### config.mk
export PLATFORM = sky130hd
export DESIGN_NAME = frac_ps_top
export DESIGN_NICKNAME = d
export VERILOG_FILES = /design/src/frac_ps_pkg.sv /design/src/frac_ps_top.sv /design/src/ps_position_tracker.sv /design/src/ps_seq_fsm.sv /design/src/ps_pending_counter.sv /design/src/ps_rate_accum.sv
export VERILOG_INCLUDE_DIRS = /design/src
export SDC_FILE = /design/constraint.sdc
export NUM_CORES = 1
export LEC_CHECK = 0
export BUFFER_PORTS_ARGS = -buffer_cell sky130_fd_sc_hd__buf_2
export CAP_MARGIN = 20
export CORE_UTILIZATION = 45
export CTS_CLUSTER_DIAMETER = 60
export DETAILED_ROUTE_END_ITERATION = 8
export PLACE_DENSITY = 0.65
export SLEW_MARGIN = 20
export SYNTH_ARGS = -nofsm -noshare
export SYNTH_HDL_FRONTEND = slang
export SYNTH_SLANG_ARGS = --single-unit
### constraint.sdc
create_clock -name output_clk -period 8.26 [get_ports output_clk]
set_input_delay 1.239 -clock output_clk [delete_from_list [all_inputs] [get_ports output_clk]]
set_output_delay 1.239 -clock output_clk [all_outputs]
set_load 0.05 [all_outputs]
### src/frac_ps_defs.svh
// fine phase-shift controller widths for the fraction, pending count and position

`ifndef FRAC_PS_DEFS_SVH
`define FRAC_PS_DEFS_SVH

// num, denom and the phase accumulator
`define FPS_FRAC_W 16

// outstanding step requests, saturates at 255
`define FPS_PEND_W 8

// signed net tap count, wraps at the width
`define FPS_POS_W 24

`endif
### src/frac_ps_pkg.sv
// shared types for the fractional phase-shift controller configuration and status

`default_nettype none

`include "frac_ps_defs.svh"

package frac_ps_pkg;

    typedef logic [`FPS_PEND_W-1:0] pend_t;
    typedef logic signed [`FPS_POS_W-1:0] pos_t;

    // step sequencer states
    typedef enum logic [1:0] {
        SEQ_IDLE,
        SEQ_ISSUE,
        SEQ_WAIT_DONE
    } seq_state_e;

    // software rate setting, num taps every denom cycles
    // valid only with denom nonzero and num below denom
    typedef struct packed {
        logic                   enable;
        logic                   dir;     // 1 shifts forward
        logic [`FPS_FRAC_W-1:0] num;
        logic [`FPS_FRAC_W-1:0] denom;
    } ps_cfg_t;

    typedef struct packed {
        pos_t  position;
        pend_t pending;
        logic  overrun;
    } ps_status_t;

endpackage

`default_nettype wire

### src/frac_ps_top.sv
// fractional fine phase-shift controller driving a clock manager's dynamic phase-shift port

`timescale 1ns/1ps
`default_nettype none

module frac_ps_top
    import frac_ps_pkg::*;
(
    input  wire logic    output_clk,
    input  wire logic    rst_n,
    input  wire ps_cfg_t cfg,
    input  wire logic    locked,
    input  wire logic    psdone,
    output logic         psen,
    output logic         psincdec,
    output ps_status_t   status
);

    logic  step_req;
    logic  pending_nz;
    logic  overrun;
    pend_t pending;
    pos_t  position;

    // rate to request strobes
    ps_rate_accum i_rate_accum (
        .output_clk (output_clk),
        .rst_n      (rst_n),
        .enable     (cfg.enable),
        .num        (cfg.num),
        .denom      (cfg.denom),
        .step_req   (step_req)
    );

    // absorbs requests while a step is in flight or lock is lost
    ps_pending_counter i_pending_counter (
        .output_clk (output_clk),
        .rst_n      (rst_n),
        .step_req   (step_req),
        .issue      (psen),
        .pending    (pending),
        .pending_nz (pending_nz),
        .overrun    (overrun)
    );

    ps_seq_fsm i_seq_fsm (
        .output_clk (output_clk),
        .rst_n      (rst_n),
        .locked     (locked),
        .pending_nz (pending_nz),
        .psdone     (psdone),
        .psen       (psen)
    );

    ps_position_tracker i_position_tracker (
        .output_clk (output_clk),
        .rst_n      (rst_n),
        .psdone     (psdone),
        .dir        (cfg.dir),
        .position   (position)
    );

    // 1 selects increment on the port
    assign psincdec = cfg.dir;

    assign status.position = position;
    assign status.pending  = pending;
    assign status.overrun  = overrun;

endmodule

`default_nettype wire

### src/ps_position_tracker.sv
// signed running count of completed fine phase-shift taps

`timescale 1ns/1ps
`default_nettype none

module ps_position_tracker
    import frac_ps_pkg::*;
(
    input  wire logic output_clk,
    input  wire logic rst_n,
    input  wire logic psdone,
    input  wire logic dir,
    output pos_t      position
);

    pos_t position_next;

    // one tap per completed step, wraps at the width
    always_comb begin
        position_next = position;
        if (psdone) begin
            if (dir) begin
                position_next = position + pos_t'(1);
            end else begin
                position_next = position - pos_t'(1);
            end
        end
    end

    always_ff @(posedge output_clk) begin
        if (!rst_n) begin
            position <= '0;
        end else begin
            position <= position_next;
        end
    end

endmodule

`default_nettype wire

### src/ps_seq_fsm.sv
// step sequencer issuing single psen pulses and waiting for psdone, gated by lock

`timescale 1ns/1ps
`default_nettype none

module ps_seq_fsm
    import frac_ps_pkg::*;
(
    input  wire logic output_clk,
    input  wire logic rst_n,
    input  wire logic locked,
    input  wire logic pending_nz,
    input  wire logic psdone,
    output logic      psen
);

    seq_state_e state;
    seq_state_e state_next;

    always_comb begin
        state_next = state;
        case (state)
            SEQ_IDLE: begin
                // only start a step while the clock manager is locked
                if (locked && pending_nz) begin
                    state_next = SEQ_ISSUE;
                end
            end
            SEQ_ISSUE: begin
                // a port answering within the pulse cycle is still honoured
                if (psdone) begin
                    state_next = SEQ_IDLE;
                end else begin
                    state_next = SEQ_WAIT_DONE;
                end
            end
            SEQ_WAIT_DONE: begin
                // a started step always completes, even if lock drops
                if (psdone) begin
                    state_next = SEQ_IDLE;
                end
            end
            default: begin
                state_next = SEQ_IDLE;
            end
        endcase
    end

    always_ff @(posedge output_clk) begin
        if (!rst_n) begin
            state <= SEQ_IDLE;
        end else begin
            state <= state_next;
        end
    end

    // one cycle pulse per step
    assign psen = (state == SEQ_ISSUE);

endmodule

`default_nettype wire

### src/ps_pending_counter.sv
// saturating count of requested but not yet issued phase steps, sticky overrun

`timescale 1ns/1ps
`default_nettype none

module ps_pending_counter
    import frac_ps_pkg::*;
(
    input  wire logic output_clk,
    input  wire logic rst_n,
    input  wire logic step_req,
    input  wire logic issue,
    output pend_t     pending,
    output logic      pending_nz,
    output logic      overrun
);

    assign pending_nz = |pending;

    always_ff @(posedge output_clk) begin
        if (!rst_n) begin
            pending <= '0;
            overrun <= 1'b0;
        end else begin
            case ({step_req, issue})
                2'b10: begin
                    // full, the request is lost
                    if (pending == pend_t'('1)) begin
                        overrun <= 1'b1;
                    end else begin
                        pending <= pending + 1'b1;
                    end
                end
                2'b01: begin
                    if (pending_nz) begin
                        pending <= pending - 1'b1;
                    end
                end
                // request and issue together cancel out
                default: begin
                    pending <= pending;
                end
            endcase
        end
    end

endmodule

`default_nettype wire

### src/ps_rate_accum.sv
// fractional phase accumulator spreading num step requests over denom cycles

`timescale 1ns/1ps
`default_nettype none

`include "frac_ps_defs.svh"

module ps_rate_accum (
    input  wire logic                   output_clk,
    input  wire logic                   rst_n,
    input  wire logic                   enable,
    input  wire logic [`FPS_FRAC_W-1:0] num,
    input  wire logic [`FPS_FRAC_W-1:0] denom,
    output logic                        step_req
);

    logic [`FPS_FRAC_W-1:0] acc;

    // one extra bit so acc + num cannot wrap
    logic [`FPS_FRAC_W:0] sum;
    logic [`FPS_FRAC_W:0] rem;
    logic                 wrap;

    assign sum  = {1'b0, acc} + {1'b0, num};
    assign rem  = sum - {1'b0, denom};
    assign wrap = (sum >= {1'b0, denom});

    // bresenham style spread, the residue stays below denom
    always_ff @(posedge output_clk) begin
        if (!rst_n) begin
            acc      <= '0;
            step_req <= 1'b0;
        end else if (!enable) begin
            // restart from zero so the next run counts floor(n*num/denom)
            acc      <= '0;
            step_req <= 1'b0;
        end else if (wrap) begin
            acc      <= rem[`FPS_FRAC_W-1:0];
            step_req <= 1'b1;
        end else begin
            acc      <= sum[`FPS_FRAC_W-1:0];
            step_req <= 1'b0;
        end
    end

endmodule

`default_nettype wire

==> results of run 1 <==
logic make-up after synthesis:
kind of cell	count (synthesis)
AOI/OAI and AO/OA	195
xor gates and xnor gates	43
adders and majority gates	66
buffers and inverters	58
DFF	52
muxes	18
and+or+nand+nor	191
power by group through the flow:
stage | registers (W) | clock network, W | logic (W)
floorplan | 0.000426 | 0 | 0.00103
global placement | 0.000352 | 0 | 0.00129
detailed placement | 0.000352 | 0 | 0.00131
CTS | 0.000346 | 0.000199 | 0.00132
global route | 0.000353 | 0.000207 | 0.00148
finish | 0.000346 | 0.000194 | 0.00134
area by class of cell:
type	count	area, µm²
Sequential cell	52	1041
Clock buffer	6	82.58
Tap cell	140	175.2
Timing Repair Buffer	72	360.3
Multi-Input combinational cell	513	3680
Inverter	39	146.4
Fill cell	1059	5316
Clock inverter	2	38.79
layout by cell type, fill, tap and decap left out, types with 7 or more instances in the layout:
master,count
o211ai_1,7
o21a_1,9
a21oi_1,53
dfxtp_1,52
nor2_1,42
inv_1,39
nand2b_1,9
nor3_1,14
a211oi_1,12
o21bai_1,9
ha_1,62
nand2_1,51
buf_2,72
nor2b_1,18
and2_1,10
xor2_1,23
mux2i_1,17
nand4_1,14
nand3_1,15
o21ai_0,41
a21o_1,11
xnor2_1,20
routing by layer:
metal / vias to the layer above / track usage, % / wire length, µm
met5: - / 0 / 0
met4: 0 / 7.045 / 179
met2: 113 / 35.49 / 5514
li1: 2396 / - / -
met1: 2056 / 26.52 / 5585
met3: 15 / 2.906 / 408
metrics by stage:
stage / worst slack (ns) / cells
after detailed placement: 2.865 / 816
final: 3.123 / 824
after global placement: 3.131 / 816
after floorplan: 3.586 / 623
after global routing: 2.815 / 824
after CTS: 3.182 / 824
flip-flops by register name (all words and copies together) (netlist names):
name / cells
i_pending_counter.overrun: 1
i_rate_accum.step_req: 1
i_seq_fsm.state: 2
i_rate_accum.acc: 16
i_position_tracker.position: 24
i_pending_counter.pending: 8
final timing paths:
path / to / slack [ns] / startpoint / depth (start not counted)
worst min-delay path: i_seq_fsm.state[0]$_SDFFE_PN0P_ / 0.44 / i_seq_fsm.state[0]$_SDFFE_PN0P_ / 1
worst min register to register: i_seq_fsm.state[0]$_SDFFE_PN0P_ / 0.44 / i_seq_fsm.state[0]$_SDFFE_PN0P_ / 1
worst max-delay path: i_rate_accum.acc[8]$_SDFF_PN0_ / 3.12 / cfg[17] / 16
worst max register to register: i_rate_accum.acc[8]$_SDFF_PN0_ / 3.83 / i_rate_accum.acc[1]$_SDFF_PN0_ / 15
==> results.sh, run 1 <==
export IMPL_cts_max_level=2
export IMPL_grt_pass1_wl_um=19390
export IMPL_worst_ir_drop_vdd_v=0.0002272
export IMPL_pwr_share_comb_pct=71.2
export IMPL_cts_resized=0
export IMPL_route_detailed_drc=0
export IMPL_required_ns=8.51
export IMPL_drtIter0Drc=289
export IMPL_synth_top_family_by_area="compound AO/OA/AOI/OAI gates"
export IMPL_synthArstFlopShare_pct=0
export IMPL_synth_area_top_cells="dfxtp_1 (21%), ha_1 (15%), a21oi_1 (5.3%)"
export IMPL_path_cells="buf_2 -> ha_1 -> a211o_1 -> a2111oi_4 -> o21bai_1 -> a31oi_1 -> o21bai_1 -> xor2_1 -> ha_1 -> nand4_1 -> nor3_1 -> o21ai_1 -> a41oi_2 -> or2_1 -> nand3_1 -> o21ai_0"
export IMPL_overflow=0
export IMPL_power_total_w=0.001875
export IMPL_cp_top_family="compound AO/OA/AOI/OAI gates"
export IMPL_yosys_area_top_type_share_pct=20.76
export IMPL_synth_seq_area_share_pct=20.76
export IMPL_synth_area_mm2=0.005015
export IMPL_die_y_um=107.6
export IMPL_synth_cell_types=68
export IMPL_drv_cap=0
export IMPL_nets=787
export IMPL_ant_nets=0
export IMPL_numPortBuffers=72
export IMPL_clkSinkCount=52
export IMPL_dieArea_mm2=0.01157
export IMPL_finalWirelength_um=11690
export IMPL_design_area_mm2=0.005524
export IMPL_final_core_util_pct=50.96
export IMPL_first_pass_iters=5
export IMPL_synth_adder_area_share_pct=17.07
export IMPL_first_global_vias=4325
export IMPL_diodes=0
export IMPL_wire_per_inst_um=14.18
export IMPL_grt_max_degree=40
export IMPL_die_w_um=107.6
export IMPL_antenna_found_initial=0
export IMPL_fp_row_count=38
export IMPL_vias=4580
export IMPL_syn_nets=727
export IMPL_switching_share_pct=50.31
export IMPL_path_max_fanout=17
export IMPL_post_dp_hpwl_um=9065
export IMPL_synth_edf_count=0
export IMPL_crit_arrival_ns=5.38
export IMPL_cts_root_buf="clkbuf_8"
export IMPL_timing_hold_ws_ns=0.4399
export IMPL_post_dp_cell_area_mm2=0.005403
export IMPL_ios=73
export IMPL_routed_via_density=5.558
export IMPL_setup_tns_ns=0
export IMPL_fmax_mhz=194.6
export IMPL_fin_crit_sh_pct=62.20
export IMPL_yosysWarnings=0
export IMPL_hold_violations=0
export IMPL_clk_path_buf_depth=2
export IMPL_path_buf_inv=1
export IMPL_critPathKind="in -> reg"
export IMPL_setup_violations=0
export IMPL_track_usage_pct=20.74
export IMPL_p_leak_nw=2.603
export IMPL_floorplan_initialDensity_pct=46.26
export IMPL_p_int_w=0.0009318
export IMPL_syn_area_per_cell_um2=8.049
export IMPL_holdBufCountCts=0
export IMPL_slowest_stage="or2_1"
export IMPL_hold_class="reg -> reg"
export IMPL_clk_latency_ns=0.32
export IMPL_ys_flop_type="dfxtp_1"
export IMPL_p_switching_w=0.0009436
export IMPL_rsz0062_at_grt="no"
export IMPL_cts_buffers=5
export IMPL_gp_congestion=0.8902
export IMPL_path_clk_slew_ns=0.10
export IMPL_tightest_slew_ns=0.9617
export IMPL_cts_setup_buffers=0
export IMPL_yosys_top_cells_count="ha_1 (62), a21oi_1 (53), dfxtp_1 (52)"
export IMPL_period_needed_ns=5.137
export IMPL_areaGrowthSynthToFinish_pct=10.15
export IMPL_critPathMaxStageDelay_ns=0.60
export IMPL_clock_power_share_pct=10.3
export IMPL_power_density_mw_per_mm2=339.5
export IMPL_postSynthCellCount=623
export IMPL_fin_skew_ns=0.005684
export IMPL_synthXorXnorAreaFrac_pct=7.510
export IMPL_critPathCaptureType="register"
export IMPL_critPathLaunchType="input pin"
export IMPL_core_area_mm2=0.01084
export IMPL_ys_ff_latch=52
export IMPL_status="finished, final reports clean"
export IMPL_synthMuxAreaShare_pct=3.618
export IMPL_slew_headroom_pct=35.82
export IMPL_slew_violations=0
export IMPL_power_frac_seq_pct=18.4
export IMPL_drive_gt1_share_pct=13.45
export IMPL_synth_compound_area_share_pct=26.45
export IMPL_synth_most_common_cell="ha_1"
export IMPL_synthSimpleGateAreaFrac_pct=18.74
export IMPL_cts_tree="done"
export IMPL_yosysTopAreaCell="dfxtp_1"
Power figures use the tool's default switching activity.
==> inputs of run 2 (changes only) <==
--- a/config.mk
+++ b/config.mk
@@ -11,7 +11,7 @@
 export CORE_UTILIZATION = 45
 export CTS_CLUSTER_DIAMETER = 60
 export DETAILED_ROUTE_END_ITERATION = 8
-export PLACE_DENSITY = 0.65
+export PLACE_DENSITY = 0.68
 export SLEW_MARGIN = 20
 export SYNTH_ARGS = -nofsm -noshare
 export SYNTH_HDL_FRONTEND = slang
==> constraint.sdc (replaced) <==
create_clock -name output_clk -period 4.6 [get_ports output_clk]
set_input_delay 0.69 -clock output_clk [delete_from_list [all_inputs] [get_ports output_clk]]
set_output_delay 0.69 -clock output_clk [all_outputs]
set_load 0.05 [all_outputs]
==> run 2 against run 1 <==
Combinational power is 84% higher; critical endpoint is now i_rate_accum.acc[5]$_SDFF_PN0_; register-to-register slack worse by 3.3 ns; critical path depth stayed put; largest power group unchanged; critical path type unchanged; sequential power is 79% higher; hold slack better by 0.0040 ns.
==> results.sh, run 2 (same netlist as run 1, synthesis figures left out) <==
export IMPL_routed_via_density=5.596
export IMPL_pwr_share_comb_pct=71.9
export IMPL_post_dp_hpwl_um=9561
export IMPL_vias=4639
export IMPL_critPathLaunchType="input pin"
export IMPL_fin_skew_ns=0.01364
export IMPL_floorplan_initialDensity_pct=46.26
export IMPL_hold_class="reg -> reg"
export IMPL_largest_reg_flops=24
export IMPL_first_global_vias=4400
export IMPL_dp_cells=821
export IMPL_layout_common_cells="buf_2 (72), ha_1 (62), a21oi_1 (53), dfxtp_1 (52), nand2_1 (51)"
export IMPL_drv_cap=0
export IMPL_cts_buffers=5
export IMPL_required_ns=4.79
export IMPL_path_clk_slew_ns=0.10
export IMPL_fin_crit_sh_pct=92.60
export IMPL_clkSinkCount=52
export IMPL_fill_cells=1038
export IMPL_setup_violations=0
export IMPL_areaGrowthSynthToFinish_pct=10.93
export IMPL_top_regs="i_position_tracker.position (24), i_rate_accum.acc (16), i_pending_counter.pending (8)"
export IMPL_nets=792
export IMPL_clk_path_buf_depth=2
export IMPL_largest_register="i_position_tracker.position"
export IMPL_drtIter0Drc=363
export IMPL_path_buf_inv=2
export IMPL_cts_max_level=2
export IMPL_cts_tree="done"
export IMPL_crit_arrival_ns=4.45
export IMPL_cts_root_buf="clkbuf_8"
export IMPL_p_leak_nw=2.627
export IMPL_power_density_mw_per_mm2=616.2
export IMPL_ios=73
export IMPL_hold_violations=0
export IMPL_critPathKind="in -> reg"
export IMPL_clock_power_share_pct=10.0
export IMPL_first_pass_iters=5
export IMPL_switching_share_pct=50.20
export IMPL_slew_violations=0
export IMPL_track_usage_pct=21.63
export IMPL_ant_nets=0
export IMPL_critPathCaptureType="register"
export IMPL_dieArea_mm2=0.01157
export IMPL_slowest_stage="a2111oi_1"
export IMPL_layout_commonest_cell="buf_2"
export IMPL_grt_max_degree=40
export IMPL_antenna_found_initial=0
export IMPL_worst_ir_drop_vdd_v=0.0004397
export IMPL_cp_top_family="compound AO/OA/AOI/OAI gates"
export IMPL_gp_congestion=0.9165
export IMPL_wire_per_inst_um=14.53
export IMPL_fp_row_count=38
export IMPL_path_cells="buf_2 -> ha_1 -> a211o_1 -> a2111oi_4 -> o21bai_1 -> a2111oi_1 -> nor3_1 -> ha_1 -> nand3_1 -> nor3_1 -> o21ai_1 -> a41oi_2 -> or2_1 -> buf_4 -> mux2i_1 -> nor2_1"
export IMPL_period_needed_ns=4.260
export IMPL_drive_gt1_share_pct=14.08
export IMPL_overflow=0
export IMPL_grt_pass1_wl_um=20330
export IMPL_path_max_fanout=9
export IMPL_status="finished, final reports clean"
export IMPL_fmax_mhz=234.8
export IMPL_numPortBuffers=72
export IMPL_die_w_um=107.6
export IMPL_tightest_slew_ns=0.6833
export IMPL_finalWirelength_um=12050
export IMPL_critPathMaxStageDelay_ns=0.44
export IMPL_final_cells=829
export IMPL_setup_tns_ns=0
export IMPL_p_int_w=0.001707
export IMPL_clk_latency_ns=0.32
export IMPL_core_area_mm2=0.01084
export IMPL_power_frac_seq_pct=18.1
export IMPL_route_detailed_drc=0
export IMPL_rsz0062_at_grt="no"
export IMPL_die_y_um=107.6
export IMPL_diodes=0
export IMPL_slew_headroom_pct=54.44
export IMPL_p_switching_w=0.001721
-- run 2: power by group through the flow --
stage / clock network [W] / registers (W) / logic, W
2_1_floorplan: 0 / 0.000766 / 0.00186
3_3_place_gp: 0 / 0.000629 / 0.00236
3_5_place_dp: 0 / 0.000633 / 0.00243
4_1_cts: 0.000353 / 0.000623 / 0.00244
5_1_grt: 0.000367 / 0.000636 / 0.00273
6_report: 0.000344 / 0.000620 / 0.00246
-- run 2: layout make-up --
class | instances | area (µm²) | area share, %
clock buffer | 6 | 82.58 | 1.484
multi-input combinational | 513 | 3681 | 66.17
inverter | 39 | 146.4 | 2.632
tap | 140 | 175.2 | 3.149
clock inverter | 2 | 38.79 | 0.6973
timing repair buffer | 77 | 397.9 | 7.152
sequential | 52 | 1041 | 18.71
-- run 2: repair_timing --
action	in CTS	in global routing
gates resized for setup	0	1
buffers inserted	0	0
setup endpoints to repair	0	2
hold buffers	0	0
endpoints found under the hold margin	0	0
-- run 2: final timing paths --
path                                   start                              end  slack [ns]  cells after the start
min          i_seq_fsm.state[1]$_SDFFE_PN0P_  i_seq_fsm.state[0]$_SDFFE_PN0P_        0.44                      1
min reg2reg  i_seq_fsm.state[1]$_SDFFE_PN0P_  i_seq_fsm.state[0]$_SDFFE_PN0P_        0.44                      1
max                                  cfg[17]   i_rate_accum.acc[5]$_SDFF_PN0_        0.34                     16
max reg2reg   i_rate_accum.acc[1]$_SDFF_PN0_   i_rate_accum.acc[5]$_SDFF_PN0_        0.50                     15
-- run 2: per-stage QoR --
| stage | hold slack [ns] | setup slack [ns] | instance area, µm² | util [%] | total power, W |
|---|---|---|---|---|---|
| after floorplan | 0.4105 | 0.4745 | 5015 | - | 0.002622 |
| after global placement | 0.4211 | 0.2762 | 5440 | 50.18 | 0.002994 |
| after detailed placement | 0.4294 | 0.04463 | 5440 | 50.18 | 0.003059 |
| after CTS | 0.4462 | 0.3683 | 5562 | 51.30 | 0.003417 |
| after global routing | 0.4830 | 0.01696 | 5563 | 51.32 | 0.003736 |
| final | 0.4439 | 0.3404 | 5563 | 51.32 | 0.003428 |
-- run 2: layer usage --
layer	vias up	part of all wire [%]	wire length, µm	GRT usage, %
met4	0	1.0	123	5.382
met5	-	0	0	0
met3	8	3.7	449	2.603
li1	2400	-	-	-
met1	2129	47	5700	28.20
met2	102	48	5772	37.59
==> inputs of run 3 (changes only) <==
--- a/config.mk
+++ b/config.mk
@@ -12,6 +12,7 @@
 export CTS_CLUSTER_DIAMETER = 60
 export DETAILED_ROUTE_END_ITERATION = 8
 export PLACE_DENSITY = 0.68
+export REMOVE_ABC_BUFFERS = 1
 export SLEW_MARGIN = 20
 export SYNTH_ARGS = -nofsm -noshare
 export SYNTH_HDL_FRONTEND = slang
==> run 3 against run 2 <==
Design area decreased by 0.61%; sequential cell count did not move; sequential power hardly changed; die area unchanged; final cell count fell by 0.24%; critical path type unchanged; via count up 0.56%; combinational power barely moved; utilization decreased by 0.31 points; first-iteration DRC count shrank 35%; highest routed layer unchanged; clock power down 17%; sequential share of layout area grew 0.11 points.
==> results.sh, run 3 (same netlist as run 1, synthesis figures left out) <==
export IMPL_status="finished, final reports clean"
export IMPL_largest_reg_flops=24
export IMPL_whs_path_depth=1
export IMPL_clkSinkCount=52
export IMPL_met2_usage_pct=37.27
export IMPL_slew_violations=0
export IMPL_critPathLaunchType="input pin"
export IMPL_final_setup_worst_slack_ns=0.3950
export IMPL_grt_util_met1_pct=27.17
export IMPL_layout_common_cells="buf_2 (72), ha_1 (62), a21oi_1 (53), dfxtp_1 (52), nand2_1 (51)"
export IMPL_path_cells="buf_2 -> ha_1 -> a211o_1 -> a2111oi_4 -> o21bai_1 -> a2111oi_0 -> nor3_1 -> ha_1 -> nand3_1 -> nor3_1 -> o21ai_1 -> a41oi_2 -> or2_1 -> buf_4 -> nand3_1 -> o21ai_0"
export IMPL_cts_max_level=2
export IMPL_route_detailed_drc=0
export IMPL_overflow=0
export IMPL_first_pass_iters=7
export IMPL_critPathCaptureType="register"
export IMPL_reg2regPathDepth=15
export IMPL_layout_commonest_cell="buf_2"
export IMPL_areaGrowthSynthToFinish_pct=10.25
export IMPL_worstSetupStartpoint="cfg[17]"
export IMPL_clk_latency_ns=0.32
export IMPL_fmax_mhz=237.8
export IMPL_worst_ir_drop_vdd_v=0.0004166
export IMPL_nets=791
export IMPL_cts_buffers=5
export IMPL_routed_via_density=5.641
export IMPL_r2r_start="i_rate_accum.acc[1]$_SDFF_PN0_"
export IMPL_drtIter0Drc=236
export IMPL_top_usage_layer="met2"
export IMPL_dieArea_mm2=0.01157
export IMPL_ant_nets=0
export IMPL_setup_tns_ns=0
export IMPL_post_dp_hpwl_um=9249
export IMPL_floorplan_initialDensity_pct=46.26
export IMPL_path_clk_slew_ns=0.09
export IMPL_vias=4665
export IMPL_hold_violations=0
export IMPL_fill_cells=1069
export IMPL_setup_violations=0
export IMPL_slowest_stage="a2111oi_0"
export IMPL_p_int_w=0.001660
export IMPL_cts_resized=0
export IMPL_p_switching_w=0.001693
export IMPL_power_total_w=0.003353
export IMPL_cts_setup_buffers=0
export IMPL_path_max_fanout=10
export IMPL_antenna_found_initial=0
export IMPL_switching_share_pct=50.48
export IMPL_p_leak_nw=2.611
export IMPL_gp_congestion=0.8559
export IMPL_power_frac_seq_pct=18.5
export IMPL_cts_tree="done"
export IMPL_largest_register="i_position_tracker.position"
export IMPL_crit_arrival_ns=4.44
export IMPL_wire_per_inst_um=14.22
export IMPL_numPortBuffers=72
export IMPL_required_ns=4.84
export IMPL_grt_pass1_wl_um=19850
export IMPL_pwr_share_comb_pct=72.9
export IMPL_grt_use_met3_pct=2.785
export IMPL_first_global_vias=4317
export IMPL_core_area_mm2=0.01084
export IMPL_preCtsSetupSlack_ns=0.09639
export IMPL_die_y_um=107.6
export IMPL_slew_headroom_pct=51.88
export IMPL_fin_skew_ns=0.007734
export IMPL_ios=73
export IMPL_rsz0062_at_grt="no"
export IMPL_clock_power_share_pct=8.6
export IMPL_grt_max_degree=40
export IMPL_power_density_mw_per_mm2=606.5
export IMPL_holdBufCountCts=0
export IMPL_die_w_um=107.6
export IMPL_finalWirelength_um=11760
export IMPL_top_regs="i_position_tracker.position (24), i_rate_accum.acc (16), i_pending_counter.pending (8)"
export IMPL_fp_row_count=38
export IMPL_cts_root_buf="clkbuf_8"
export IMPL_clk_path_buf_depth=2
export IMPL_tightest_slew_ns=0.7217
export IMPL_critPathMaxStageDelay_ns=0.42
export IMPL_drv_cap=0
export IMPL_track_usage_pct=21.19
export IMPL_critPathKind="in -> reg"
export IMPL_hp_start="i_seq_fsm.state[0]$_SDFFE_PN0P_"
export IMPL_period_needed_ns=4.205
export IMPL_hold_class="reg -> reg"
export IMPL_drive_gt1_share_pct=13.83
export IMPL_fin_crit_sh_pct=91.41
export IMPL_diodes=0
run 3: cell types whose count changed in the layout (fill, tap and decap cells not counted):
cell,delta
a2111oi_0,+1
a2111oi_1,-1
buf_4,-1
bufinv_16,-1
clkbuf_8,+1
clkinv_4,-1
run 3: stage by stage:
step                std cells  hold slack [ns]  utilization, %  instance area (µm²)
floorplan                 604           0.4105               -                 4867
global placement          820           0.4239           50.12                 5433
detailed placement        820           0.4289           50.12                 5433
CTS                       827           0.4444           51.00                 5529
global route              827           0.4667           51.00                 5529
finish                    827           0.4448           51.00                 5529
run 3: final cells by class:
type | count | area, µm² | share of cell area (%)
multi-input cells | 513 | 3680 | 66.55
repair buffers | 76 | 390.4 | 7.060
well taps | 140 | 175.2 | 3.168
clock buffers | 7 | 96.34 | 1.742
inverters | 39 | 146.4 | 2.648
flip-flops and latches | 52 | 1041 | 18.83
run 3: power groups by stage:
stage          Clock [W]  Sequential (W)  Combinational [W]
2_1_floorplan          0        0.000766            0.00176
3_3_place_gp           0        0.000630            0.00235
3_5_place_dp           0        0.000633            0.00241
4_1_cts         0.000296        0.000622            0.00242
5_1_grt         0.000310        0.000636            0.00272
6_report        0.000287        0.000621            0.00244
run 3: worst paths after layout:
check                                     to  slack (ns)
max           i_rate_accum.acc[8]$_SDFF_PN0_        0.39
min          i_seq_fsm.state[0]$_SDFFE_PN0P_        0.44
max reg2reg   i_rate_accum.acc[8]$_SDFF_PN0_        0.56
min reg2reg  i_seq_fsm.state[0]$_SDFFE_PN0P_        0.44
run 3: critical path, delay by kind of cell:
family	cells	cell delay [ns]
AOI/OAI and AO/OA	7	1.94
adders and majority gates	2	0.68
buffers and inverters	2	0.31
and+or+nand+nor	5	0.82
run 3: layer usage:
metal	routed length [µm]	vias to the layer above
li1	-	2406
met1	5635	2159
met2	5581	89
met3	400	11
met4	138	0
met5	0	-
